<file path="config.mk">
export PLATFORM = sky130hd
export DESIGN_NAME = fifo_load_fsm_flat
export DESIGN_NICKNAME = d
export VERILOG_FILES = /design/src/daq_pkg.sv /design/src/load_ctrl_if.sv /design/src/fifo_load_fsm.sv /design/src/flat_wrapper.sv
export SDC_FILE = /design/constraint.sdc
export NUM_CORES = 1
export LEC_CHECK = 0
export ABC_CLOCK_PERIOD_IN_PS = 1680
export BUFFER_PORTS_ARGS = -buffer_cell sky130_fd_sc_hd__buf_2
export CAP_MARGIN = 30
export CORE_AREA = 2 2 39 41
export CTS_BUF_LIST = sky130_fd_sc_hd__clkbuf_16
export DETAILED_ROUTE_END_ITERATION = 8
export DIE_AREA = 0 0 41 43
export GPL_TIMING_DRIVEN = 0
export PLACE_DENSITY = 0.44
export REMOVE_ABC_BUFFERS = 1
export SLEW_MARGIN = 40
export SYNTH_ARGS = -nofsm -noshare
export SYNTH_HDL_FRONTEND = slang
export SYNTH_SLANG_ARGS = --single-unit
</file>
<file path="constraint.sdc">
create_clock -name CLK40 -period 1.68 [get_ports CLK40]
set_clock_uncertainty 0.1 [all_clocks]
set_input_delay 0.084 -clock CLK40 [delete_from_list [all_inputs] [get_ports CLK40]]
set_output_delay 0.084 -clock CLK40 [all_outputs]
set_load 0.01 [all_outputs]
</file>
<file path="src/daq_pkg.sv">
package daq_pkg;

	////////////////////////////////////////////////////////////
	// front-end geometry
	////////////////////////////////////////////////////////////
	localparam int NUM_CH  = 16;  // adc channels
	localparam int SMP_W   = 12;  // bits per adc sample
	localparam int NUM_GRP = 6;   // time-slices per sample period
	localparam int GRP_W   = 3;   // group select width

	// buffer sizes
	localparam int CH_DEPTH   = 256;
	localparam int CH_AW      = $clog2(CH_DEPTH);
	localparam int INFO_DEPTH = 16;
	localparam int INFO_AW    = $clog2(INFO_DEPTH);

	// counter widths
	localparam int L1A_CNT_W  = 24;
	localparam int MTCH_CNT_W = 12;
	localparam int OVL_W      = 4;
	localparam int SMAX_W     = 7;
	localparam logic [OVL_W-1:0] OVL_MAX = '1;  // overlap count saturates here

	localparam int INFO_W = 1 + OVL_W + MTCH_CNT_W + L1A_CNT_W;

	typedef enum logic [1:0] {
		IDLE,
		WAIT_SMP,    // armed, waiting for the sample strobe
		LOAD,        // six group writes
		LAST_CHECK   // decide end of event or next period
	} load_state_t;

	// event-info word, msb first
	typedef struct packed {
		logic                  ovl_flag;
		logic [OVL_W-1:0]      ovl_cnt;
		logic [MTCH_CNT_W-1:0] mtch_cnt;
		logic [L1A_CNT_W-1:0]  l1a_cnt;
	} info_word_t;

endpackage
</file>
<file path="src/load_ctrl_if.sv">
`timescale 1ns/100ps

interface load_ctrl_if;
	import daq_pkg::*;

	logic             wren;      // write strobe for the channel bank
	logic             cnt_clr;   // clear group and sample counts
	logic [GRP_W-1:0] sel;       // current group bus
	logic             grp_last;  // last slice of a sample period
	logic             smp_last;  // last sample period of the event

	modport fsm (
		output wren,
		output cnt_clr,
		input  grp_last,
		input  smp_last
	);

	modport cnt (
		input  wren,
		input  cnt_clr,
		output sel,
		output grp_last,
		output smp_last
	);

	modport bank (input sel, input wren);

endinterface

</file>
<file path="src/fifo_load_fsm.sv">
`timescale 1ns/100ps

module fifo_load_fsm (
	input  logic     CLK40,
	input  logic     RST_RESYNC,
	input  logic     l1a_match,
	input  logic     smp_stb,
	input  logic     ovl_pend,
	load_ctrl_if.fsm lc,
	output logic     busy,
	output logic     evt_done
);
	import daq_pkg::*;

	load_state_t state;
	load_state_t state_nxt;

	always_ff @(posedge CLK40) begin
		if (RST_RESYNC)
			state <= IDLE;
		else
			state <= state_nxt;
	end

	always_comb begin
		state_nxt  = state;
		lc.cnt_clr = 1'b0;
		evt_done   = 1'b0;
		case (state)
			IDLE: begin
				if (l1a_match) begin
					lc.cnt_clr = 1'b1;  // fresh event
					// strobe in the match cycle already counts
					state_nxt = smp_stb ? LOAD : WAIT_SMP;
				end
			end
			WAIT_SMP: begin
				if (smp_stb)
					state_nxt = LOAD;
			end
			LOAD: begin
				if (lc.grp_last)
					state_nxt = LAST_CHECK;
			end
			LAST_CHECK: begin
				if (lc.smp_last && ovl_pend) begin
					// overlapped match, run one more full event
					evt_done   = 1'b1;
					lc.cnt_clr = 1'b1;
					state_nxt  = WAIT_SMP;
				end else if (lc.smp_last) begin
					state_nxt = IDLE;
				end else begin
					state_nxt = WAIT_SMP;  // more periods to go
				end
			end
			default: state_nxt = IDLE;
		endcase
	end

	assign lc.wren = (state == LOAD);
	assign busy    = (state != IDLE);  // match now counts as overlap

endmodule

</file>
<file path="src/flat_wrapper.sv">
// flat-port wrapper written by rule: the top's interface ports become plain ports
module fifo_load_fsm_flat import daq_pkg::*;
  (CLK40, RST_RESYNC, l1a_match, smp_stb, ovl_pend, busy, evt_done, lc_wren, lc_cnt_clr, lc_grp_last, lc_smp_last);
  load_ctrl_if lc_i ();
  input  logic CLK40;
  input  logic RST_RESYNC;
  input  logic l1a_match;
  input  logic smp_stb;
  input  logic ovl_pend;
  output logic busy;
  output logic evt_done;
  output wire logic [$bits(lc_i.wren)-1:0] lc_wren;
  output wire logic [$bits(lc_i.cnt_clr)-1:0] lc_cnt_clr;
  input wire logic [$bits(lc_i.grp_last)-1:0] lc_grp_last;
  input wire logic [$bits(lc_i.smp_last)-1:0] lc_smp_last;
  assign lc_wren = lc_i.wren;
  assign lc_cnt_clr = lc_i.cnt_clr;
  assign lc_i.grp_last = lc_grp_last;
  assign lc_i.smp_last = lc_smp_last;
  fifo_load_fsm u_core (.CLK40(CLK40), .RST_RESYNC(RST_RESYNC), .l1a_match(l1a_match), .smp_stb(smp_stb), .ovl_pend(ovl_pend), .lc(lc_i), .busy(busy), .evt_done(evt_done));
endmodule
</file>
Word level (Yosys, flattened, before mapping)
Cells that the tools add are included.
{"block": "totals", "ff_bits": 2, "latchBits": 0, "ramBits": 0, "romBits": 0, "inputBits": 7, "output_inout_bits": 4, "memories": 0}
{"block": "classes", "n_addsub": 0, "mul": 0, "div": 0, "order_cmp": 0, "eq_ne": 6, "shifts": 0, "muxes": 11, "bitwise_logic": 0, "n_reduce_logical": 4}
{"operator": "2-bit 2-to-1 mux", "n": 5}
{"operator": "2-bit case mux with 4 select lines", "n": 1}
{"operator": "2-bit == test, second input constant", "n": 2}
{"operator": "1-bit 2-to-1 mux", "n": 4}
{"operator": "2-bit != test, second input constant", "n": 2}
{"operator": "3-bit AND reduction", "n": 1}
{"operator": "2-bit by 1-bit == test with 1-bit output, second input constant", "n": 1}
{"operator": "2-bit zero test", "n": 1}
{"operator": "2-bit by 1-bit != test with 1-bit output, second input constant", "n": 1}
{"operator": "1-bit case mux with 2 select lines", "n": 1}
{"operator": "2-bit nonzero test", "n": 1}
{"operator": "1-bit logical AND", "n": 1}

Longest topological paths before layout
{"block": "logic_depth", "word_depth": 3, "mapped_depth": 5, "depth_no_buf": 5}

Worst setup path after synthesis
No wires, ideal clock.
{"block": "synth_path", "kind": "register to register", "startpoint": "register u_core.state[0]", "endpoint": "register u_core.state[0]", "setup_time_ns": 0.087, "t_arrival_ns": 1.151, "slack_ns": 0.342, "path_stages_with_launch": 6, "path_buffers": 0, "cell_sequence": "dfxtp_1 > inv_1 > ha_1 > nand2b_1 > a311o_1 > o31ai_1"}
{"block": "synth_between", "elab_chain_len": 3}
{"item": "start: declaration", "line": "fifo_load_fsm.sv:15", "source": "load_state_t state;"}
{"item": "start signal: assignment", "line": "fifo_load_fsm.sv:22", "source": "state <= state_nxt;"}
{"item": "2-bit == test (*)"}
{"item": "net lc_wren", "line": "flat_wrapper.sv:12", "source": "output wire logic [$bits(lc_i.wren)-1:0] lc_wren;"}
{"item": "2-bit by 1-bit != test with 1-bit output (no line)"}
{"item": "3-bit AND reduction (no line)"}
Mark *: on every way through the listed nets, which the timed path passes. The rest lies on a longest branch.
A chain may end at the register's enable or synchronous reset.

Final worst setup path
{"block": "layout_path", "startpoint": "register u_core.state[1]", "endpoint": "output lc_cnt_clr"}
{"block": "layout_between", "elab_chain_len": 2}
{"item": "2-bit == test or 2-bit zero test (tied branches)", "line": "fifo_load_fsm.sv:29", "source": "case (state)"}
{"item": "1-bit case mux with 2 select lines (*)", "line": "fifo_load_fsm.sv:29"}
{"item": "end: declaration", "line": "flat_wrapper.sv:13", "source": "output wire logic [$bits(lc_i.cnt_clr)-1:0] lc_cnt_clr;"}
Mark *: on every way between the ends. The rest lies on a longest branch, timed or not.

==> impl_results.md <==
- Fin nets: 54
- Final min period: approximately 1.4 ns
- Die width: 41 microns
- Min-delay worst type: primary input to flip-flop
- Clk slew on worst S/H paths: 0.03 ns
- CTS tree: built
- Ports: 11
- Outcome: complete, no violations
- Synth warn: 0
- Gr ovfl total: 0
- Largest net degree at the start of global routing: 5
- Register Area: 40.04 sq um
- ANT cells: 0
- Vias after detailed routing: 242
- Fmax: about 0.70 GHz
- Sequential share of the synthesized area: 0.1788
- DRC Markers: 0
- Post-Route Setup TNS: 0 ns
- Regs by FF count: u_core.state: 2 flops
- VDD IR max: 321.4 uV
- CTS Sinks: 2
- Full die area: 0.001763 sq mm
- Routed Antenna Nets: 0
- Rel. slew slack: 0.8689
- TritonCTS Buffers: 3
- Max FFs per register: 2
- Power per cell area: 1881 mW/mm^2
- Synth Instances: 26
- CTS resizes: 0
- CP max FO: 4
- Final setup viols: 0
- Crit path arrival time: 1.25 ns
- CP Class: flip-flop to primary output
- Seq cells post-synth: 2
- Mean Syn Cell Area: 8.614 sq um
- Initial antenna violation count: 0
- First-pass GRT wire length: 848 microns
- Hold_buf cts: 1
- GP Congestion: 0.6777
- Leak: about 0.19 nW
- RSZ-0062 raised after global routing: false
- Top reg by flops: u_core.state
- Port Buffer Count: 10
- Synth unique cells: 16
- Least-Margin Pin Slew: roughly 0.2 ns
- Post-layout util: 0.2740
- Overall Global Routing Usage: 0.07107
- Max Root-Sink Buffers: 2
- Worst path cell trace: ha_1 -> and3_1 -> a21oi_1 -> nor2_1 -> buf_2
- Share of cells above drive strength 1: 0.3250
- FP Rows: 14
- WHS: a little over 0.09 ns
- Worst-Skew Late Latency: 0.22 ns
- Reg2Reg Setup Slack: 0.27 ns
- Number of setup buffers added after CTS: 0
- H-tree depth: 1
- Mapped Area: 224.0 sq um
- Req. time, crit path: 1.50 ns
- DRT Wirelength: 529 microns
- Via/cell ratio: 4.321
- Crit share post-route: 0.8513
- WL/cell: 9.446 microns
- Crit end category: primary output
- CTS root buf: clkbuf_16
- Max-cap violations: 0
- Critical Path Start Type: flip-flop
- Slowest library cell on the worst path: dfxtp_1
- First-pass DRT Iterations: 4
- Initial core utilization: 0.1618
- P&R area growth vs syn: 69.27%
- Multi-input logic area: approximately 170 sq um
- Total power: 0.0007129 W
- HPWL Detailed: 395.4 microns
- Final hold vios: 0
- Core area: 0.001384 sq mm
- Fillers: 157
- Largest stage delay, worst path: approximately 0.33 ns
- Final count of pins violating max slew: 0
- Initial DRC Count: 7
- Die Y: 43 microns
- Vias in the first global route: between 200 and 250
==> cell usage after synthesis <==
cell | number | area share
nand2b_1 | 4 | 0.11
a211oi_1 | 1 | 0.034
a311o_1 | 1 | 0.045
and3_1 | 1 | 0.028
ha_1 | 5 | 0.28
dfxtp_1 | 2 | 0.18
a21oi_1 | 1 | 0.022
mux2i_1 | 1 | 0.045
nor3_1 | 1 | 0.022
and2_1 | 1 | 0.028
nand4b_1 | 1 | 0.039
o31ai_1 | 1 | 0.034
a31oi_1 | 1 | 0.028
and4_1 | 1 | 0.039
inv_1 | 3 | 0.050
nor2_1 | 1 | 0.017
==> where the power goes <==
group / leakage [nW] / switching (W) / internal [W]
clock: 0.0370 / 0.0000540 / 0.000303
combinational: 0.136 / 0.000142 / 0.000126
sequential: 0.0166 / 0.0000207 / 0.0000678
total: 0.190 / 0.000217 / 0.000496
==> through the flow <==
stage	setup slack [ns]	std cells	instance area [sq um]
2_1_floorplan	0.3419	26	224.0
3_3_place_gp	0.2827	52	294.0
3_5_place_dp	0.2847	52	294.0
4_1_cts	0.2407	56	379.1
5_1_grt	0.1237	56	379.1
6_report	0.2498	56	379.1
==> worst max-delay path: cells and delay by family, from the launching register on <==
kind / cells / cell delay (ns)
simple gates: 2 / 0.25
fa+ha+maj: 1 / 0.20
flops: 1 / 0.33
compound gates: 1 / 0.12
buf+inv: 1 / 0.13
==> cells by family after synthesis <==
logic type | count (synthesis) | share of synthesized area
buf+inv | 3 | 0.05028
mux | 1 | 0.04469
compound gates | 5 | 0.1620
simple gates | 10 | 0.2849
fa+ha+maj | 5 | 0.2793
flops | 2 | 0.1788
==> final cells by class <==
cell class / instances / area share
clock buffers: 3 / 0.1980
inverters: 3 / 0.02970
multi-input cells: 21 / 0.4554
flip-flops and latches: 2 / 0.1056
well taps: 16 / 0.05281
repair buffers: 11 / 0.1584
==> final timing paths <==
path	depth (start not counted)	to	start
hold reg to reg	2	u_core.state[1]	u_core.state[1]
setup reg to reg	5	u_core.state[0]	u_core.state[0]
hold / removal	3	u_core.state[0]	smp_stb
setup / recovery	5	lc_cnt_clr	u_core.state[1]
==> cells in the final DEF (no fill, tap or decap), drive strengths merged <==
| cell type | instances |
|---|---|
| buf | 10 |
| inv | 3 |
| a21oi | 1 |
| a31oi | 1 |
| nor2 | 1 |
| a211oi | 1 |
| and4 | 1 |
| clkbuf | 3 |
| mux2i | 1 |
| nand4b | 1 |
| ha | 5 |
| and3 | 1 |
| o31ai | 1 |
| a311o | 1 |
| dlygate4sd3 | 1 |
| nand2b | 4 |
| nor3 | 1 |
| and2 | 1 |
| dfxtp | 2 |
==> metal layers <==
metal  share of wire  track usage  up-vias
met5               0            0        -
met1            0.41      0.07643      112
li1                -            -      122
met4               0      0.06000        0
met2            0.54       0.1188        8
met3           0.049            0        0
No activity file was read; power rests on OpenSTA's default activity.
