<file path="src/daq_pkg.sv">
package daq_pkg;

	////////////////////////////////////////////////////////////
	// front-end geometry
	////////////////////////////////////////////////////////////
	localparam int NUM_CH  = 16;  // adc channels
	localparam int SMP_W   = 12;  // bits per adc sample
	localparam int NUM_GRP = 6;   // time-slices per sample period
	localparam int GRP_W   = 3;   // group select width

	// buffer sizes
	localparam int CH_DEPTH   = 256;
	localparam int CH_AW      = $clog2(CH_DEPTH);
	localparam int INFO_DEPTH = 16;
	localparam int INFO_AW    = $clog2(INFO_DEPTH);

	// counter widths
	localparam int L1A_CNT_W  = 24;
	localparam int MTCH_CNT_W = 12;
	localparam int OVL_W      = 4;
	localparam int SMAX_W     = 7;
	localparam logic [OVL_W-1:0] OVL_MAX = '1;  // overlap count saturates here

	localparam int INFO_W = 1 + OVL_W + MTCH_CNT_W + L1A_CNT_W;

	typedef enum logic [1:0] {
		IDLE,
		WAIT_SMP,    // armed, waiting for the sample strobe
		LOAD,        // six group writes
		LAST_CHECK   // decide end of event or next period
	} load_state_t;

	// event-info word, msb first
	typedef struct packed {
		logic                  ovl_flag;
		logic [OVL_W-1:0]      ovl_cnt;
		logic [MTCH_CNT_W-1:0] mtch_cnt;
		logic [L1A_CNT_W-1:0]  l1a_cnt;
	} info_word_t;

endpackage
</file>
<file path="src/load_ctrl_if.sv">
`timescale 1ns/100ps

interface load_ctrl_if;
	import daq_pkg::*;

	logic             wren;      // write strobe for the channel bank
	logic             cnt_clr;   // clear group and sample counts
	logic [GRP_W-1:0] sel;       // current group bus
	logic             grp_last;  // last slice of a sample period
	logic             smp_last;  // last sample period of the event

	modport fsm (
		output wren,
		output cnt_clr,
		input  grp_last,
		input  smp_last
	);

	modport cnt (
		input  wren,
		input  cnt_clr,
		output sel,
		output grp_last,
		output smp_last
	);

	modport bank (input sel, input wren);

endinterface

</file>
<file path="src/load_counter.sv">
`timescale 1ns/100ps

module load_counter (
	input  logic                     CLK40,
	input  logic                     RST_RESYNC,
	input  logic [daq_pkg::SMAX_W-1:0] samp_max,
	input  logic                     l1a_match,
	input  logic                     busy,
	input  logic                     evt_done,
	load_ctrl_if.cnt                 lc,
	output logic [daq_pkg::OVL_W-1:0]  ovl_cnt,
	output logic                     ovl_pend
);
	import daq_pkg::*;

	logic [SMAX_W:0] smp_cnt;  // finished sample periods
	logic            ovl_inc;

	assign lc.grp_last = (lc.sel == GRP_W'(NUM_GRP - 1));
	assign lc.smp_last = (smp_cnt > {1'b0, samp_max});  // samp_max+1 periods done

	assign ovl_inc  = l1a_match & busy;
	assign ovl_pend = (ovl_cnt != '0) | ovl_inc;  // late match in LAST_CHECK too

	always_ff @(posedge CLK40) begin
		if (RST_RESYNC || lc.cnt_clr)
			lc.sel <= '0;
		else if (lc.wren)
			lc.sel <= lc.grp_last ? '0 : lc.sel + 1'b1;
	end

	always_ff @(posedge CLK40) begin
		if (RST_RESYNC || lc.cnt_clr)
			smp_cnt <= '0;
		else if (lc.wren && lc.grp_last)
			smp_cnt <= smp_cnt + 1'b1;
	end

	////////////////////////////////////////////////////////////
	// overlap count
	////////////////////////////////////////////////////////////
	always_ff @(posedge CLK40) begin
		if (RST_RESYNC) begin
			ovl_cnt <= '0;
		end else begin
			case ({ovl_inc, evt_done})
				2'b10: begin
					if (ovl_cnt != OVL_MAX)
						ovl_cnt <= ovl_cnt + 1'b1;
				end
				2'b01: ovl_cnt <= ovl_cnt - 1'b1;
				default: ovl_cnt <= ovl_cnt;  // both at once cancel
			endcase
		end
	end

endmodule

</file>
<file path="src/flat_wrapper.sv">
// flat-port wrapper written by rule: the top's interface ports become plain ports
module load_counter_flat import daq_pkg::*;
  (CLK40, RST_RESYNC, samp_max, l1a_match, busy, evt_done, ovl_cnt, ovl_pend, lc_wren, lc_cnt_clr, lc_sel, lc_grp_last, lc_smp_last);
  load_ctrl_if lc_i ();
  input  logic CLK40;
  input  logic RST_RESYNC;
  input  logic [daq_pkg::SMAX_W-1:0] samp_max;
  input  logic l1a_match;
  input  logic busy;
  input  logic evt_done;
  output logic [daq_pkg::OVL_W-1:0] ovl_cnt;
  output logic ovl_pend;
  input wire logic [$bits(lc_i.wren)-1:0] lc_wren;
  input wire logic [$bits(lc_i.cnt_clr)-1:0] lc_cnt_clr;
  output wire logic [$bits(lc_i.sel)-1:0] lc_sel;
  output wire logic [$bits(lc_i.grp_last)-1:0] lc_grp_last;
  output wire logic [$bits(lc_i.smp_last)-1:0] lc_smp_last;
  assign lc_i.wren = lc_wren;
  assign lc_i.cnt_clr = lc_cnt_clr;
  assign lc_sel = lc_i.sel;
  assign lc_grp_last = lc_i.grp_last;
  assign lc_smp_last = lc_i.smp_last;
  load_counter u_core (.CLK40(CLK40), .RST_RESYNC(RST_RESYNC), .samp_max(samp_max), .l1a_match(l1a_match), .busy(busy), .evt_done(evt_done), .lc(lc_i), .ovl_cnt(ovl_cnt), .ovl_pend(ovl_pend));
endmodule
</file>
<file path="config.mk">
export PLATFORM = sky130hd
export DESIGN_NAME = load_counter_flat
export DESIGN_NICKNAME = d
export VERILOG_FILES = /design/src/daq_pkg.sv /design/src/load_ctrl_if.sv /design/src/load_counter.sv /design/src/flat_wrapper.sv
export SDC_FILE = /design/constraint.sdc
export NUM_CORES = 1
export LEC_CHECK = 0
export ABC_AREA = 0
export BUFFER_PORTS_ARGS = -buffer_cell sky130_fd_sc_hd__buf_2
export CAP_MARGIN = 10
export CORE_ASPECT_RATIO = 1.1
export CORE_MARGIN = 2
export CORE_UTILIZATION = 51
export DETAILED_ROUTE_END_ITERATION = 6
export GPL_TIMING_DRIVEN = 0
export PLACE_DENSITY = 0.76
export SLEW_MARGIN = 25
export SYNTH_ARGS = -nofsm -noshare
export SYNTH_HDL_FRONTEND = slang
export SYNTH_SLANG_ARGS = --single-unit
</file>
<file path="constraint.sdc">
create_clock -name CLK40 -period 1.7 [get_ports CLK40]
set_input_delay 0.17 -clock CLK40 [delete_from_list [all_inputs] [get_ports CLK40]]
set_output_delay 0.17 -clock CLK40 [all_outputs]
set_load 0.05 [all_outputs]
</file>
After elaboration in Yosys (flattened, before gate mapping)
Cells that the tools add are included.
{"block": "totals", "word_cells": 23, "output_inout_bits": 10, "regBits": 15}
{"block": "op_classes", "addsub": 4, "mux": 3, "bitwise": 2, "reduce_logical": 5, "magnitude_cmp": 1, "n_eq_ne": 5}
{"operator": "$add A8 B1 Y8 const B", "count": 1}
{"operator": "$gt A8 B7 Y1", "count": 1}
{"operator": "$pmux W4 S2", "count": 1}
{"operator": "$add A4 B1 Y4 const B", "count": 1}
{"operator": "$mux W4", "count": 1}
{"operator": "$ne A4 B4 Y1 const B", "count": 1}
{"operator": "$reduce_bool A4 Y1", "count": 1}
{"operator": "$sub A4 B1 Y4 const B", "count": 1}
{"operator": "$add A3 B1 Y3 const B", "count": 1}
{"operator": "$eq A3 B3 Y1 const B", "count": 1}
{"operator": "$mux W3", "count": 1}
{"operator": "$eq A2 B1 Y1 const B", "count": 1}
{"operator": "$eq A2 B2 Y1 const B", "count": 1}
{"operator": "$ne A2 B1 Y1 const B", "count": 1}
{"operator": "$reduce_and A2 Y1", "count": 1}
{"operator": "$reduce_bool A2 Y1", "count": 1}
{"operator": "$and A1 B1 Y1", "count": 1}
{"operator": "$logic_and A1 B1 Y1", "count": 1}
{"operator": "$logic_or A1 B1 Y1", "count": 1}
{"operator": "$or A1 B1 Y1", "count": 1}

Depth between registers and ports, before layout
{"block": "logic_depth", "depth_word": 4, "depth_mapped": 6}

Worst setup path after synthesis
Ideal clock, no wire load.
{"block": "synth_path", "path_kind": "reg2out", "startpoint": "register u_core.smp_cnt[3]", "endpoint": "output lc_smp_last", "stages_incl_launch_ff": 5, "t_arrival_ns": 1.782, "n_path_buf": 0, "required_ns": 1.530, "setup_slack_ns": -0.252, "cell_sequence": "dfxtp_1 ha_1 nand4_1 o21bai_1 a32oi_1"}
{"block": "synth_between", "elab_chain_len": 1}
{"element": "start: declaration", "line": "load_counter.sv:16", "source": "logic [SMAX_W:0] smp_cnt;"}
{"element": "start signal: assignment", "line": "load_counter.sv:36", "source": "smp_cnt <= smp_cnt + 1'b1;"}
{"element": "$gt A8 B7 Y1", "line": "load_counter.sv:20", "source": "assign lc.smp_last = (smp_cnt > {1'b0, samp_max});"}
{"element": "end: declaration", "line": "flat_wrapper.sv:17", "source": "output wire logic [$bits(lc_i.smp_last)-1:0] lc_smp_last;"}
No other way between the ends.

Final worst setup path
Ends and elaborated chain as after synthesis.

==> flow_summary.yaml <==
sta:
  clock.fmax_ghz: 0.575
  rsz_0062_raised_after_global_routing: "true"
  skew_ns: 0.00545
  finalSetupViolations: 1
  layout_worst_path_cycle_share: 1.02
  hold-worst-slack_ns: 0.143
  final.setup.worst_slack_ns: -0.0400
  tns_ns: -0.0400
  max_slew_violation_count: 0
  max-slew-margin-rel: 0.691
  worst-slew-pin-transition_ns: 0.463
  post-route-min-period_ns: 1.74
  final_hold_viol_count: 0
power:
  total_power_divided_by_cell_area_nw_per_um2: 641
  ir_drop_mv: 0.496
  cellLeakagePower_nw: 0.536
global_routing:
  global_route.usage.met3: 0.0220
  grt.total_usage: 0.202
  grt.busiest_layer: "met2"
  grt.met1_usage: 0.229
  met2_usage: 0.373
  grt_overflow: 0
  maximum_number_of_pins_on_one_net_before_global_route_repair: 11
  initial_antenna_violation_count: 0
  global_route_wire_length_before_repair_um: 3520
  first_global_vias: 867
cts:
  clk-insertion-delay-late_ns: 0.27
  clock_tree.htree_level_count: 1
  cts_buffer_depth: 2
  clock_tree_from_tritoncts: "done"
  cts.sinks: 15
  hold_buffers: 0
  cts.root.buffer_cell: "sky130_fd_sc_hd__clkbuf_4"
  worst_setup_hold_path_clk_slew_ns: 0.09
  total_clock_buffers_created_by_cts: 3
synth:
  netlist-cell-type-count: 41
  dominant_combinational_cell_family_by_area_after_synthesis: "simple AND/OR/NAND/NOR gates"
  synth_edf_count: 0
  sequential_fraction_of_the_synthesis_area: 0.311
  flop_and_latch_count_out_of_synthesis: 15
  post_synthesis_xor_xnor_area_fraction: 0.0182
  synth.yosys.warnings: 0
  synth_mux_area_frac: 0.0324
  synthesized_area_fraction_occupied_by_ao_oa_aoi_and_oai_cells: 0.213
  async_reset_ff_frac: 0
  yosys.area_share.simple: 0.261
  postSynthCellCount: 114
  post_synth_fa_ha_maj_area_fraction: 0.117
  syn_avg_cell_area_um2: 8.46
  synth-main-ff-cell: "sky130_fd_sc_hd__dfxtp_1"
  postSynthNetCount: 137
  mappedNetlistArea_um2: 965
final_layout:
  syn2layout_area_growth_pct: 27.5
  post_layout_nonfiller_instances: 162
  fill_cells: 159
  finalInstanceArea_um2: 1230
  multi_input_area_um2: 678
  final_antenna_diode_count: 0
  ff_latch_area_um2: 313
  drive_gt1_frac: 0.313
  finalNetCount: 168
place:
  place_ws_ns: -0.0196
  portBuffers: 23
  hpwlAfterDp_um: 1510
  dpl-instance-area_um2: 1110
  gp_congestion: 0.751
  post-place-cells: 155
run_status:
  outcome: "finished with violations"
  failed_checks: "setup timing"
route:
  drt_first_iter_violations: 2
  via_count: 937
  postRouteWirelength_um: 2020
  drt_pre_antenna_iters: 4
  avgViaCountPerCell: 5.78
  wire_per_inst_um: 12.5
  route.antenna.remaining_nets: 0
  drc: 0
hold_path:
  hold_path.class: "in -> reg"
  hold_path.startpoint: "lc_cnt_clr"
worst_setup_path:
  worst_setup_path_start_kind: "flip-flop"
  worst_setup_path_end_kind: "output pin"
  regToRegStartpoint: "u_core.ovl_cnt[1]"
  timing.critical_path.required_ns: 1.53
  critical_path.startpoint: "u_core.smp_cnt[3]"
  critical_path_peak_fanout: 2
  path_class: "reg -> out"
  worstPathArrival_ns: 1.57
run:
  cap_viol_max_count: 0
die:
  floorplan.die.height_um: 49.6
  core_area_um2: 1780
  dieArea_um2: 2260
  rows: 16
  die_width_um: 45.5
  boundaryPins: 24
  effective_utilization_at_floorplan: 0.541
[synth_stat cells (3+ instances only)]
cell                       n  area, µm²
sky130_fd_sc_hd__nor2_1    6       22.5
sky130_fd_sc_hd__or4_1     4       30.0
sky130_fd_sc_hd__nand2_1  10       37.5
sky130_fd_sc_hd__nand3_1   3       15.0
sky130_fd_sc_hd__nand4_1   3       18.8
sky130_fd_sc_hd__inv_1    10       37.5
sky130_fd_sc_hd__dfxtp_1  15        300
sky130_fd_sc_hd__o31ai_1   4       30.0
sky130_fd_sc_hd__a21oi_1  10       50.1
sky130_fd_sc_hd__ha_1      9        113
sky130_fd_sc_hd__nor3_1    3       15.0
[sequential cells by signal (all words and copies together) (netlist names)]
register        cells
u_core.smp_cnt      8
u_core.ovl_cnt      4
u_core.lc.sel       3
[power by group]
part	leakage [nW]	total (mW)	switching (mW)	internal [mW]
Clock	0.0150	0.196	0.106	0.0908
Combinational	0.396	0.203	0.133	0.0699
Sequential	0.125	0.389	0.0258	0.363
Total	0.536	0.789	0.265	0.524
[routing by layer]
layer | up-vias | routed length [µm]
met2 | 18 | 1040
met5 | - | 0
li1 | 488 | -
met1 | 429 | 897
met3 | 2 | 65
met4 | 0 | 14
[critical path, stage by stage (launching register included)]
cell and delay, ns:
sky130_fd_sc_hd__dfxtp_4 0.37, sky130_fd_sc_hd__ha_4 0.26, sky130_fd_sc_hd__nand4_1 0.12, sky130_fd_sc_hd__o21bai_4 0.19, sky130_fd_sc_hd__a32oi_2 0.18, sky130_fd_sc_hd__buf_6 0.18
[layout make-up]
class                   instances  area share
well taps                      18      0.0183
inverters                      10      0.0305
clock buffers                   4      0.0214
flip-flops and latches         15       0.254
multi-input cells              87       0.551
repair buffers                 26       0.117
plain buffers                   2     0.00712
[cells in the final DEF, fill, tap and decap left out, drive strengths merged, types with 3 or more instances in the layout]
| master | n |
|---|---|
| a21oi | 10 |
| buf | 27 |
| nand3 | 3 |
| or4 | 4 |
| dfxtp | 15 |
| nand4 | 3 |
| inv | 10 |
| nor3 | 3 |
| clkbuf | 5 |
| nand2 | 10 |
| ha | 9 |
| o31ai | 4 |
| nor2 | 6 |
[through the flow]
step / total power [mW] / util
final: 0.789 / 0.690
after global routing: 0.838 / 0.690
after CTS: 0.794 / 0.681
after detailed placement: 0.598 / 0.624
after global placement: 0.591 / 0.624
after floorplan: 0.539 / -
[timing repair]
action,CTS,global route
pin swaps,5,1
buffers inserted,3,0
gates resized for setup,11,4
setup endpoints to repair,1,2
[cell families after synthesis]
| kind of cell | Yosys count |
|---|---|
| AND/OR/NAND/NOR | 43 |
| AO/OA/AOI/OAI | 30 |
| flip-flops | 15 |
| buffers and inverters | 12 |
| adder cells (fa/ha/maj) | 9 |
| multiplexers | 3 |
| XOR/XNOR | 2 |
[final timing paths]
kind	depth (start not counted)	endpoint	slack [ns]
max	5	lc_smp_last	-0.04
min reg2reg	2	u_core.smp_cnt[0]	0.48
max reg2reg	5	u_core.ovl_cnt[2]	0.10
min	3	u_core.smp_cnt[3]	0.14
Note: power is estimated with default switching activity, not from simulation.
