[src/daq_pkg.sv]
package daq_pkg;

	////////////////////////////////////////////////////////////
	// front-end geometry
	////////////////////////////////////////////////////////////
	localparam int NUM_CH  = 16;  // adc channels
	localparam int SMP_W   = 12;  // bits per adc sample
	localparam int NUM_GRP = 6;   // time-slices per sample period
	localparam int GRP_W   = 3;   // group select width

	// buffer sizes
	localparam int CH_DEPTH   = 256;
	localparam int CH_AW      = $clog2(CH_DEPTH);
	localparam int INFO_DEPTH = 16;
	localparam int INFO_AW    = $clog2(INFO_DEPTH);

	// counter widths
	localparam int L1A_CNT_W  = 24;
	localparam int MTCH_CNT_W = 12;
	localparam int OVL_W      = 4;
	localparam int SMAX_W     = 7;
	localparam logic [OVL_W-1:0] OVL_MAX = '1;  // overlap count saturates here

	localparam int INFO_W = 1 + OVL_W + MTCH_CNT_W + L1A_CNT_W;

	typedef enum logic [1:0] {
		IDLE,
		WAIT_SMP,    // armed, waiting for the sample strobe
		LOAD,        // six group writes
		LAST_CHECK   // decide end of event or next period
	} load_state_t;

	// event-info word, msb first
	typedef struct packed {
		logic                  ovl_flag;
		logic [OVL_W-1:0]      ovl_cnt;
		logic [MTCH_CNT_W-1:0] mtch_cnt;
		logic [L1A_CNT_W-1:0]  l1a_cnt;
	} info_word_t;

endpackage
[src/l1a_info_fifo.sv]
`timescale 1ns/100ps

module l1a_info_fifo (
	input  logic                          CLK40,
	input  logic                          RST_RESYNC,
	input  logic                          l1a,
	input  logic                          l1a_match,
	input  logic                          busy,
	input  logic [daq_pkg::OVL_W-1:0]      ovl_cnt,
	input  logic                          info_rd_en,
	output logic [daq_pkg::L1A_CNT_W-1:0]  l1a_cnt,
	output logic [daq_pkg::MTCH_CNT_W-1:0] l1a_mtch_cnt,
	output daq_pkg::info_word_t           info_out,
	output logic                          rdy
);
	import daq_pkg::*;

	info_word_t       mem [INFO_DEPTH];
	info_word_t       info_nxt;
	logic [INFO_AW:0] wr_ptr;
	logic [INFO_AW:0] rd_ptr;
	logic             info_empty;
	logic             info_full;

	////////////////////////////////////////////////////////////
	// event counters
	////////////////////////////////////////////////////////////
	always_ff @(posedge CLK40) begin
		if (RST_RESYNC)
			l1a_cnt <= '0;
		else if (l1a)
			l1a_cnt <= l1a_cnt + 1'b1;
	end

	always_ff @(posedge CLK40) begin
		if (RST_RESYNC)
			l1a_mtch_cnt <= '0;
		else if (l1a_match)
			l1a_mtch_cnt <= l1a_mtch_cnt + 1'b1;
	end

	// word carries the counts as they will be after this cycle
	always_comb begin
		info_nxt.ovl_flag = busy;
		if (!busy)
			info_nxt.ovl_cnt = ovl_cnt;
		else if (ovl_cnt == OVL_MAX)
			info_nxt.ovl_cnt = OVL_MAX;  // saturated
		else
			info_nxt.ovl_cnt = ovl_cnt + 1'b1;
		info_nxt.mtch_cnt = l1a_mtch_cnt + 1'b1;
		info_nxt.l1a_cnt  = l1a_cnt + L1A_CNT_W'(l1a);
	end

	////////////////////////////////////////////////////////////
	// info word buffer
	////////////////////////////////////////////////////////////
	always_ff @(posedge CLK40) begin
		if (l1a_match && !info_full)
			mem[wr_ptr[INFO_AW-1:0]] <= info_nxt;
	end

	always_ff @(posedge CLK40) begin
		if (RST_RESYNC) begin
			wr_ptr <= '0;
			rd_ptr <= '0;
		end else begin
			if (l1a_match && !info_full)
				wr_ptr <= wr_ptr + 1'b1;
			if (info_rd_en && !info_empty)
				rd_ptr <= rd_ptr + 1'b1;
		end
	end

	assign info_empty = (rd_ptr == wr_ptr);
	assign info_full  = (rd_ptr == {~wr_ptr[INFO_AW], wr_ptr[INFO_AW-1:0]});
	assign info_out   = mem[rd_ptr[INFO_AW-1:0]];  // show-ahead
	assign rdy        = ~info_empty;

endmodule

[config.mk]
export PLATFORM = sky130hd
export DESIGN_NAME = l1a_info_fifo
export DESIGN_NICKNAME = d
export VERILOG_FILES = /design/src/daq_pkg.sv /design/src/l1a_info_fifo.sv
export SDC_FILE = /design/constraint.sdc
export NUM_CORES = 1
export LEC_CHECK = 0
export BUFFER_PORTS_ARGS = -buffer_cell sky130_fd_sc_hd__clkbuf_2
export CAP_MARGIN = 20
export CORE_MARGIN = 4
export CORE_UTILIZATION = 42
export CTS_BUF_LIST = sky130_fd_sc_hd__clkbuf_16
export DETAILED_ROUTE_END_ITERATION = 6
export GPL_TIMING_DRIVEN = 0
export PLACE_DENSITY = 0.67
export SLEW_MARGIN = 20
export SYNTH_ARGS = -nofsm -noshare
export SYNTH_HDL_FRONTEND = slang
export SYNTH_SLANG_ARGS = --single-unit
[constraint.sdc]
create_clock -name CLK40 -period 4.1 [get_ports CLK40]
set_clock_uncertainty 0.05 [all_clocks]
set_input_delay 0 -clock CLK40 [delete_from_list [all_inputs] [get_ports CLK40]]
set_output_delay 0 -clock CLK40 [all_outputs]
set_load 0.05 [all_outputs]
# Yosys cells after proc, flatten, opt, wreduce, memory -nomap -nowiden
# Memories as Yosys holds them, arrays and structs flattened. A register that Yosys moved wholly into a read port is not among the register bits.
# Index checks and enable logic that the tools add are counted.
[classes]
n_addsub = 6
bitwise_logic = 2
n_reduce_logical = 4
eq_ne = 3
n_mux = 6
[op_table]
columns = ["cell", "n"]
rows = [
  ["$add A24 B1 Y24", 1],
  ["$add A24 B1 Y24 const B", 1],
  ["$mux W4", 4],
  ["$add A12 B1 Y12 const B", 1],
  ["$add A5 B1 Y5 const B", 2],
  ["$eq A5 B5 Y1", 2],
  ["$add A4 B1 Y4 const B", 1],
  ["$eq A4 B4 Y1 const B", 1],
  ["$logic_and A1 B1 Y1", 2],
  ["$logic_not A1 Y1", 2],
  ["$mux W1", 2],
  ["$not A1 Y1", 2],
]
[totals]
elab_cells = 26
input_bits = 10
output_inout_bits = 78
mem_bits_rw = 656
register_bits = 46
n_memories = 1
[mem_list]
columns = ["memory", "words", "width", "read_ports", "rd_ports_with_merged_regs", "write_ports", "line", "text"]
rows = [
  ["mem", 16, 41, 1, 1, 1, "l1a_info_fifo.sv:18", "info_word_t mem [INFO_DEPTH];"],
]

# Depth between registers and ports, before layout
# Gate-level depths: netlist of run 1.
[depth]
depth_word = 6
mapped_depth = 7
depth_no_buf = 6

# Worst setup path after synthesis of run 1
# No wires, ideal clock.
[synth_timing]
path_type = "flip-flop to flip-flop"
start = "register wr_ptr[3]"
end = "register wr_ptr[4]"
period_less_slack_ns = 3.615
arrival_ns = 3.441
required_time_ns = 3.926
setup_slack_ns = 0.485
path_stages_with_launch = 7
setup_time_ns = 0.124
n_path_buf = 2
cell_sequence = "dfxtp_1 -> clkbuf_2 -> xnor2_1 -> and4_1 -> buf_2 -> a21oi_1 -> mux2_2"
[synth_between]
elab_chain_cells = 3
elab_cells_between_ends = 4
classes_between = "add/sub: 1; eq/ne: 1; reduce/logical: 2"
[synth_rtl]
columns = ["item", "line", "text"]
rows = [
  ["start: declaration", "l1a_info_fifo.sv:20", "logic [INFO_AW:0] wr_ptr;"],
  ["start signal: assignment", "l1a_info_fifo.sv:69", "wr_ptr <= wr_ptr + 1'b1;"],
  ["branches (longest 3 deep; another with $add A5 B1 Y5)", "--", ""],
]
# Parallel ways; which one is timed is not known.
# A chain may end at the register's enable or synchronous reset.

==> flow_summary.ini, run 1 <==
[layout]
drive_gt1_share_pct = 32.2
final_area_sq_um = 32100
post-route-util_pct = 49.5
diodes = 0
final_cell_mix = 656 x edfxtp_1, 205 x mux4_2, 93 x clkbuf_2, 71 x clkbuf_16, 50 x dfxtp_1
syn2layout_area_growth_pct = 16.0
final_common_cell = edfxtp_1
fin_nets = 1495

[sta]
rsz0062_at_grt = false
tightest_slew_ps = 1040
max_freq_ghz = 0.280
layout_worst_path_cycle_share_pct = 87.0
maxSlewViolCount = 0
setup-violations-final = 0
relSlewSlack_pct = 30.2
finalCriticalPeriod_ps = 3570
timing.final.ws_setup_ps = 533
hold_viol = 0

[yosys]
synthFlopType = edfxtp_1
syn_area_per_cell_sq_um = 21.5
ys_types = 44
syn-num-nets = 1309
syn_area_sq_um = 27700
synthCells = 1289
ys_warn_count = 0
yosysTopAreaCellShare_pct = 71.2
synth_edf_count = 656
ys_ff_latch = 706
synth_top_cell_by_area = edfxtp_1
synth_area_leaders = edfxtp_1 71%, mux4_2 17%, dfxtp_1 3.6%
seq_area_frac_synth_pct = 74.8
synthArstFlopShare_pct = 0

[power]
power_uw = 15400
vdd_drop_max_v = 0.000233
pwr_density_cell_nw_per_um2 = 479
p_leak_uw = 0.0102

[critical_path]
cp_max_fo = 10
startpoint_type = register
endpoint_kind = output port
crit_type = register to output port
rr_startpoint = wr_ptr[3]
cp.required_ps = 4050
cp_data_arrival_time_ps = 3520

[floorplan]
fp.dieH_um = 265
ios = 88
core_sq_um = 64800
num_rows = 93
start_util_pct = 42.7
die_width_um = 265
dieArea_sq_um = 70100

[routing]
dr.pass1.iters = 5
drc = 0
drt_iter0_markers = 1521
wl_per_cell_um = 27.4
vias = 13700
routed_wirelength_um = 65200
ant_nets = 0
vias_per_cell = 5.75

[global_route]
grtUsageTotal_pct = 18.5
grt_pass1_vias = 14000
grt_max_degree = 33
grt_first_pass_wirelength_um = 95000
antenna_found_initial = 1
grt_overflow = 0

[clocking]
cts_resized = 0
cts_root_buf = clkbuf_16
htreeDepth = 3
clockBufferDepth = 3
cts_inserted_buffers = 69
clock-sinks = 706
clk_latency_ps = 610
clkTransAtPathRegs_ps = 60
cts_tree = yes

[placement]
dpl_cell_area_sq_um = 29800
dp_slack_ps = 603
place.gp.congestion = 0.811
dp_hpwl_um = 39100
portBuffers = 87

[outcome]
outcome = completed

[hold_path]
min_path_type = primary input to register
hp-start = ovl_cnt[0]

[flow_run]
timing.max_cap.violations = 0
critical path: stages, from the launching register on:
cell      delay, ps
dfxtp_1         320
clkbuf_1        560
buf_1           760
mux4_2          420
mux4_2          560
clkbuf_2        280
worst paths after layout:
path	to	cells after the start	slack [ps]
hold / removal	mem[12][39]	3	20
setup reg to reg	mem[5][36]	8	840
hold reg to reg	l1a_mtch_cnt[11]	2	490
setup / recovery	info_out[20]	5	530
power breakdown:
group          total (uW)  internal (uW)  switching (uW)
Clock                5800           3210            2600
Sequential           7920           7890            29.3
Combinational        1670            624            1040
Total               15400          11700            3670
synthesized netlist by cell type, types with 3 or more instances:
library cell  count
edfxtp_1        656
mux4_2          205
dfxtp_1          50
nor2_1           43
clkbuf_1         37
xnor2_1          34
nand2_1          23
nand4_1          23
xor2_1           23
a21oi_1          20
and3_1           18
buf_2            18
nand3_1          17
mux2_2           12
nor3_1           12
ha_1             10
inv_1            10
o21ai_0          10
nor2b_1           8
or3_1             8
and4_1            6
clkbuf_8          5
nor4_1            5
mux2i_1           4
o31ai_1           4
and2_1            3
clkbuf_2          3
or4_1             3
stage by stage:
step / hold slack, ps / setup TNS, ps / instances
2_1_floorplan: 48.9 / 0 / 1289
3_3_place_gp: 368 / -234470 / 2231
3_5_place_dp: 413 / 0 / 2250
4_1_cts: 70.6 / 0 / 2382
5_1_grt: 37.9 / 0 / 2383
6_report: 22.2 / 0 / 2383
sequential cells by signal, summed over array words and instances, names as in the netlist, named ones only:
name and count:
l1a_mtch_cnt 12, l1a_cnt 24, mem 656, wr_ptr 5, rd_ptr 5
area by class of cell:
type                            instances  area, sq um
Fill cell                            5060        32700
Multi-Input combinational cell        505         6880
Tap cell                              855         1070
Clock inverter                         53          275
Sequential cell                       706        20700
Clock buffer                           71         1780
Inverter                               10         37.5
Buffer                                 68          354
Timing Repair Buffer                  115         1010
timing repair:
item / 4_1_cts / 5_1_grt
hold endpoints to repair: 65 / 16
setup buffers: 0 / 0
endpoints found under the setup margin: 0 / 0
hold buffers: 8 / 1
kinds of logic after synthesis:
| family | Yosys count | synth area share [%] |
|---|---|---|
| flip-flops | 706 | 74.8 |
| multiplexers | 221 | 17.3 |
| AND/OR/NAND/NOR | 174 | 3.34 |
| buffers and inverters | 78 | 1.40 |
| XOR/XNOR | 57 | 1.80 |
| AO/OA/AOI/OAI | 43 | 0.909 |
| adder cells (fa/ha/maj) | 10 | 0.452 |
layer usage:
metal | track usage (%) | wire (um) | vias up
li1 | - | - | 5767
met1 | 25.0 | 26200 | 7371
met2 | 31.6 | 33600 | 499
met3 | 3.47 | 4540 | 72
met4 | 4.20 | 901 | 2
met5 | 0 | 7 | -
(Power assumes the default switching activity.)
==> run 2: changes to the inputs <==
--- a/config.mk
+++ b/config.mk
@@ -8,11 +8,12 @@
 export BUFFER_PORTS_ARGS = -buffer_cell sky130_fd_sc_hd__clkbuf_2
 export CAP_MARGIN = 20
 export CORE_MARGIN = 4
-export CORE_UTILIZATION = 42
+export CORE_UTILIZATION = 43
 export CTS_BUF_LIST = sky130_fd_sc_hd__clkbuf_16
 export DETAILED_ROUTE_END_ITERATION = 6
 export GPL_TIMING_DRIVEN = 0
-export PLACE_DENSITY = 0.67
+export PLACE_DENSITY = 0.68
+export RECOVER_POWER = 25
 export SLEW_MARGIN = 20
 export SYNTH_ARGS = -nofsm -noshare
 export SYNTH_HDL_FRONTEND = slang
==> run 2 against run 1 <==
  * Via count increased by 0.72%
  * Fmax fell by 0.53%
  * Clock-buffer cell count rose by 2
  * Final area fell by 0.71%
  * Setup slack worse by 19 ps
  * First-iteration DRC count increased by 2.6%
  * Largest cell class unchanged
  * Non-clock buffer count rose by 1
  * Hold slack gained 36 ps
  * Sequential share of layout area increased by 0.46 points
  * Critical endpoint is now mem[15][14]
==> flow_summary.ini, run 2 (synthesis results as in run 1) <==
[sta]
max_freq_ghz = 0.279
tightest_slew_ps = 1440
setup-violations-final = 0
layout_worst_path_cycle_share_pct = 87.5
relSlewSlack_pct = 3.82
whs_ps = 58.5
rsz0062_at_grt = false
hold_viol = 0
finalCriticalPeriod_ps = 3590
timing.final.ws_setup_ps = 515
maxSlewViolCount = 0

[power]
pwr_density_cell_nw_per_um2 = 484
power_uw = 15400
vdd_drop_max_v = 0.000223
pwr-share-seq_pct = 51.4
p_comb_share_pct = 10.7
p_int_uw = 11800
netSwitchingPower_uw = 3590
p_leak_uw = 0.00999
pwr-share-clk_pct = 37.9
swShare_pct = 23.3

[placement]
dp_slack_ps = 652
portBuffers = 87
place.gp.congestion = 0.784
dp_hpwl_um = 37400

[floorplan]
fp.dieH_um = 262
core_sq_um = 63400
num_rows = 92
start_util_pct = 43.6
die_width_um = 262
ios = 88
dieArea_sq_um = 68500

[clocking]
htreeDepth = 3
cts_root_buf = clkbuf_16
cts_inserted_buffers = 66
clkTransAtPathRegs_ps = 60
cts_tree = yes
cts_resized = 0
clock-sinks = 706
clk_latency_ps = 590
clockBufferDepth = 3

[critical_path]
endpoint_kind = register
worstRegToRegCells = 6
r2r_slack_ps = 510
crit_type = register to register
cp.required_ps = 4240
startpoint_type = register
cp_max_fo = 15
cp_data_arrival_time_ps = 3720

[routing]
vias = 13800
wl_per_cell_um = 27.2
routed_wirelength_um = 64500
ant_nets = 0
drt_iter0_markers = 1561
drc = 0
vias_per_cell = 5.83
dr.pass1.iters = 5

[layout]
syn2layout_area_growth_pct = 15.2
final_cell_mix = 656 x edfxtp_1, 205 x mux4_2, 79 x clkbuf_1, 73 x clkbuf_16, 55 x clkbuf_2
diodes = 0
drive_gt1_share_pct = 28.5
fin_nets = 1493
largest_reg_flops = 656
final_common_cell = edfxtp_1
post-route-util_pct = 50.3

[global_route]
grt_max_degree = 35
grt_pass1_vias = 14000
grt_first_pass_wirelength_um = 94100
grt_overflow = 0
antenna_found_initial = 2
grtUsageTotal_pct = 19.1

[hold_path]
min_path_type = primary input to register
hold_depth = 3

[outcome]
outcome = completed

[flow_run]
timing.max_cap.violations = 0
==> run 2: cell types whose count changed in the layout (fill, tap and decap cells not counted), moves of 3 or more <==
cell      before  now
a21oi_1       17   20
clkbuf_1      34   79
xnor2_1       16   22
clkbuf_2      93   55
inv_6          6    1
xnor2_2       18   12
buf_16        15    8
buf_12         3    8
==> run 2: layout make-up <==
| type | count | area (sq um) |
|---|---|---|
| Clock inverter | 46 | 250 |
| Tap cell | 846 | 1060 |
| Clock buffer | 73 | 1830 |
| Sequential cell | 706 | 20700 |
| Buffer | 68 | 333 |
| Timing Repair Buffer | 116 | 871 |
| Fill cell | 4894 | 31500 |
| Inverter | 10 | 37.5 |
| Multi-Input combinational cell | 505 | 6800 |
==> run 2: power groups by stage <==
stage	logic, uW	clock network, uW	registers (uW)
global route	1760	6230	7920
CTS	1690	5920	7920
floorplan	1190	0	8080
global placement	1640	0	8080
detailed placement	1680	0	8080
finish	1650	5840	7920
==> run 2: timing repair <==
item	4_1_cts	5_1_grt
endpoints found under the setup margin	0	0
hold buffers	8	0
setup buffers	0	0
endpoints found under the hold margin	64	0
==> run 2: per-stage QoR <==
stage	std cells	setup TNS [ps]	cell area (sq um)
final	2370	0	31900
after global routing	2370	0	31900
after CTS	2367	0	31900
after detailed placement	2240	0	29700
after global placement	2222	-229850	29200
after floorplan	1289	0	27700
==> run 2: routing by layer <==
layer  GRT usage (%)  share of wire (%)  vias up
met2            31.5                 50      650
met5               0              0.020        -
met4            5.93                2.4        2
met3            3.18                8.2       93
met1            26.4                 39     7313
li1                -                  -     5752
==> run 2: path summary, 6_finish.rpt <==
path / from / end
max reg2reg: wr_ptr[3] / mem[15][14]
min: ovl_cnt[3] / mem[14][39]
min reg2reg: l1a_mtch_cnt[11] / l1a_mtch_cnt[11]
max: wr_ptr[3] / mem[15][14]
==> run 2: critical path: stages, from the launching register on <==
cell	delay, ps
dfxtp_1	300
clkbuf_1	270
xnor2_1	130
and4_1	210
clkbuf_1	210
a21oi_1	880
clkbuf_1	1120
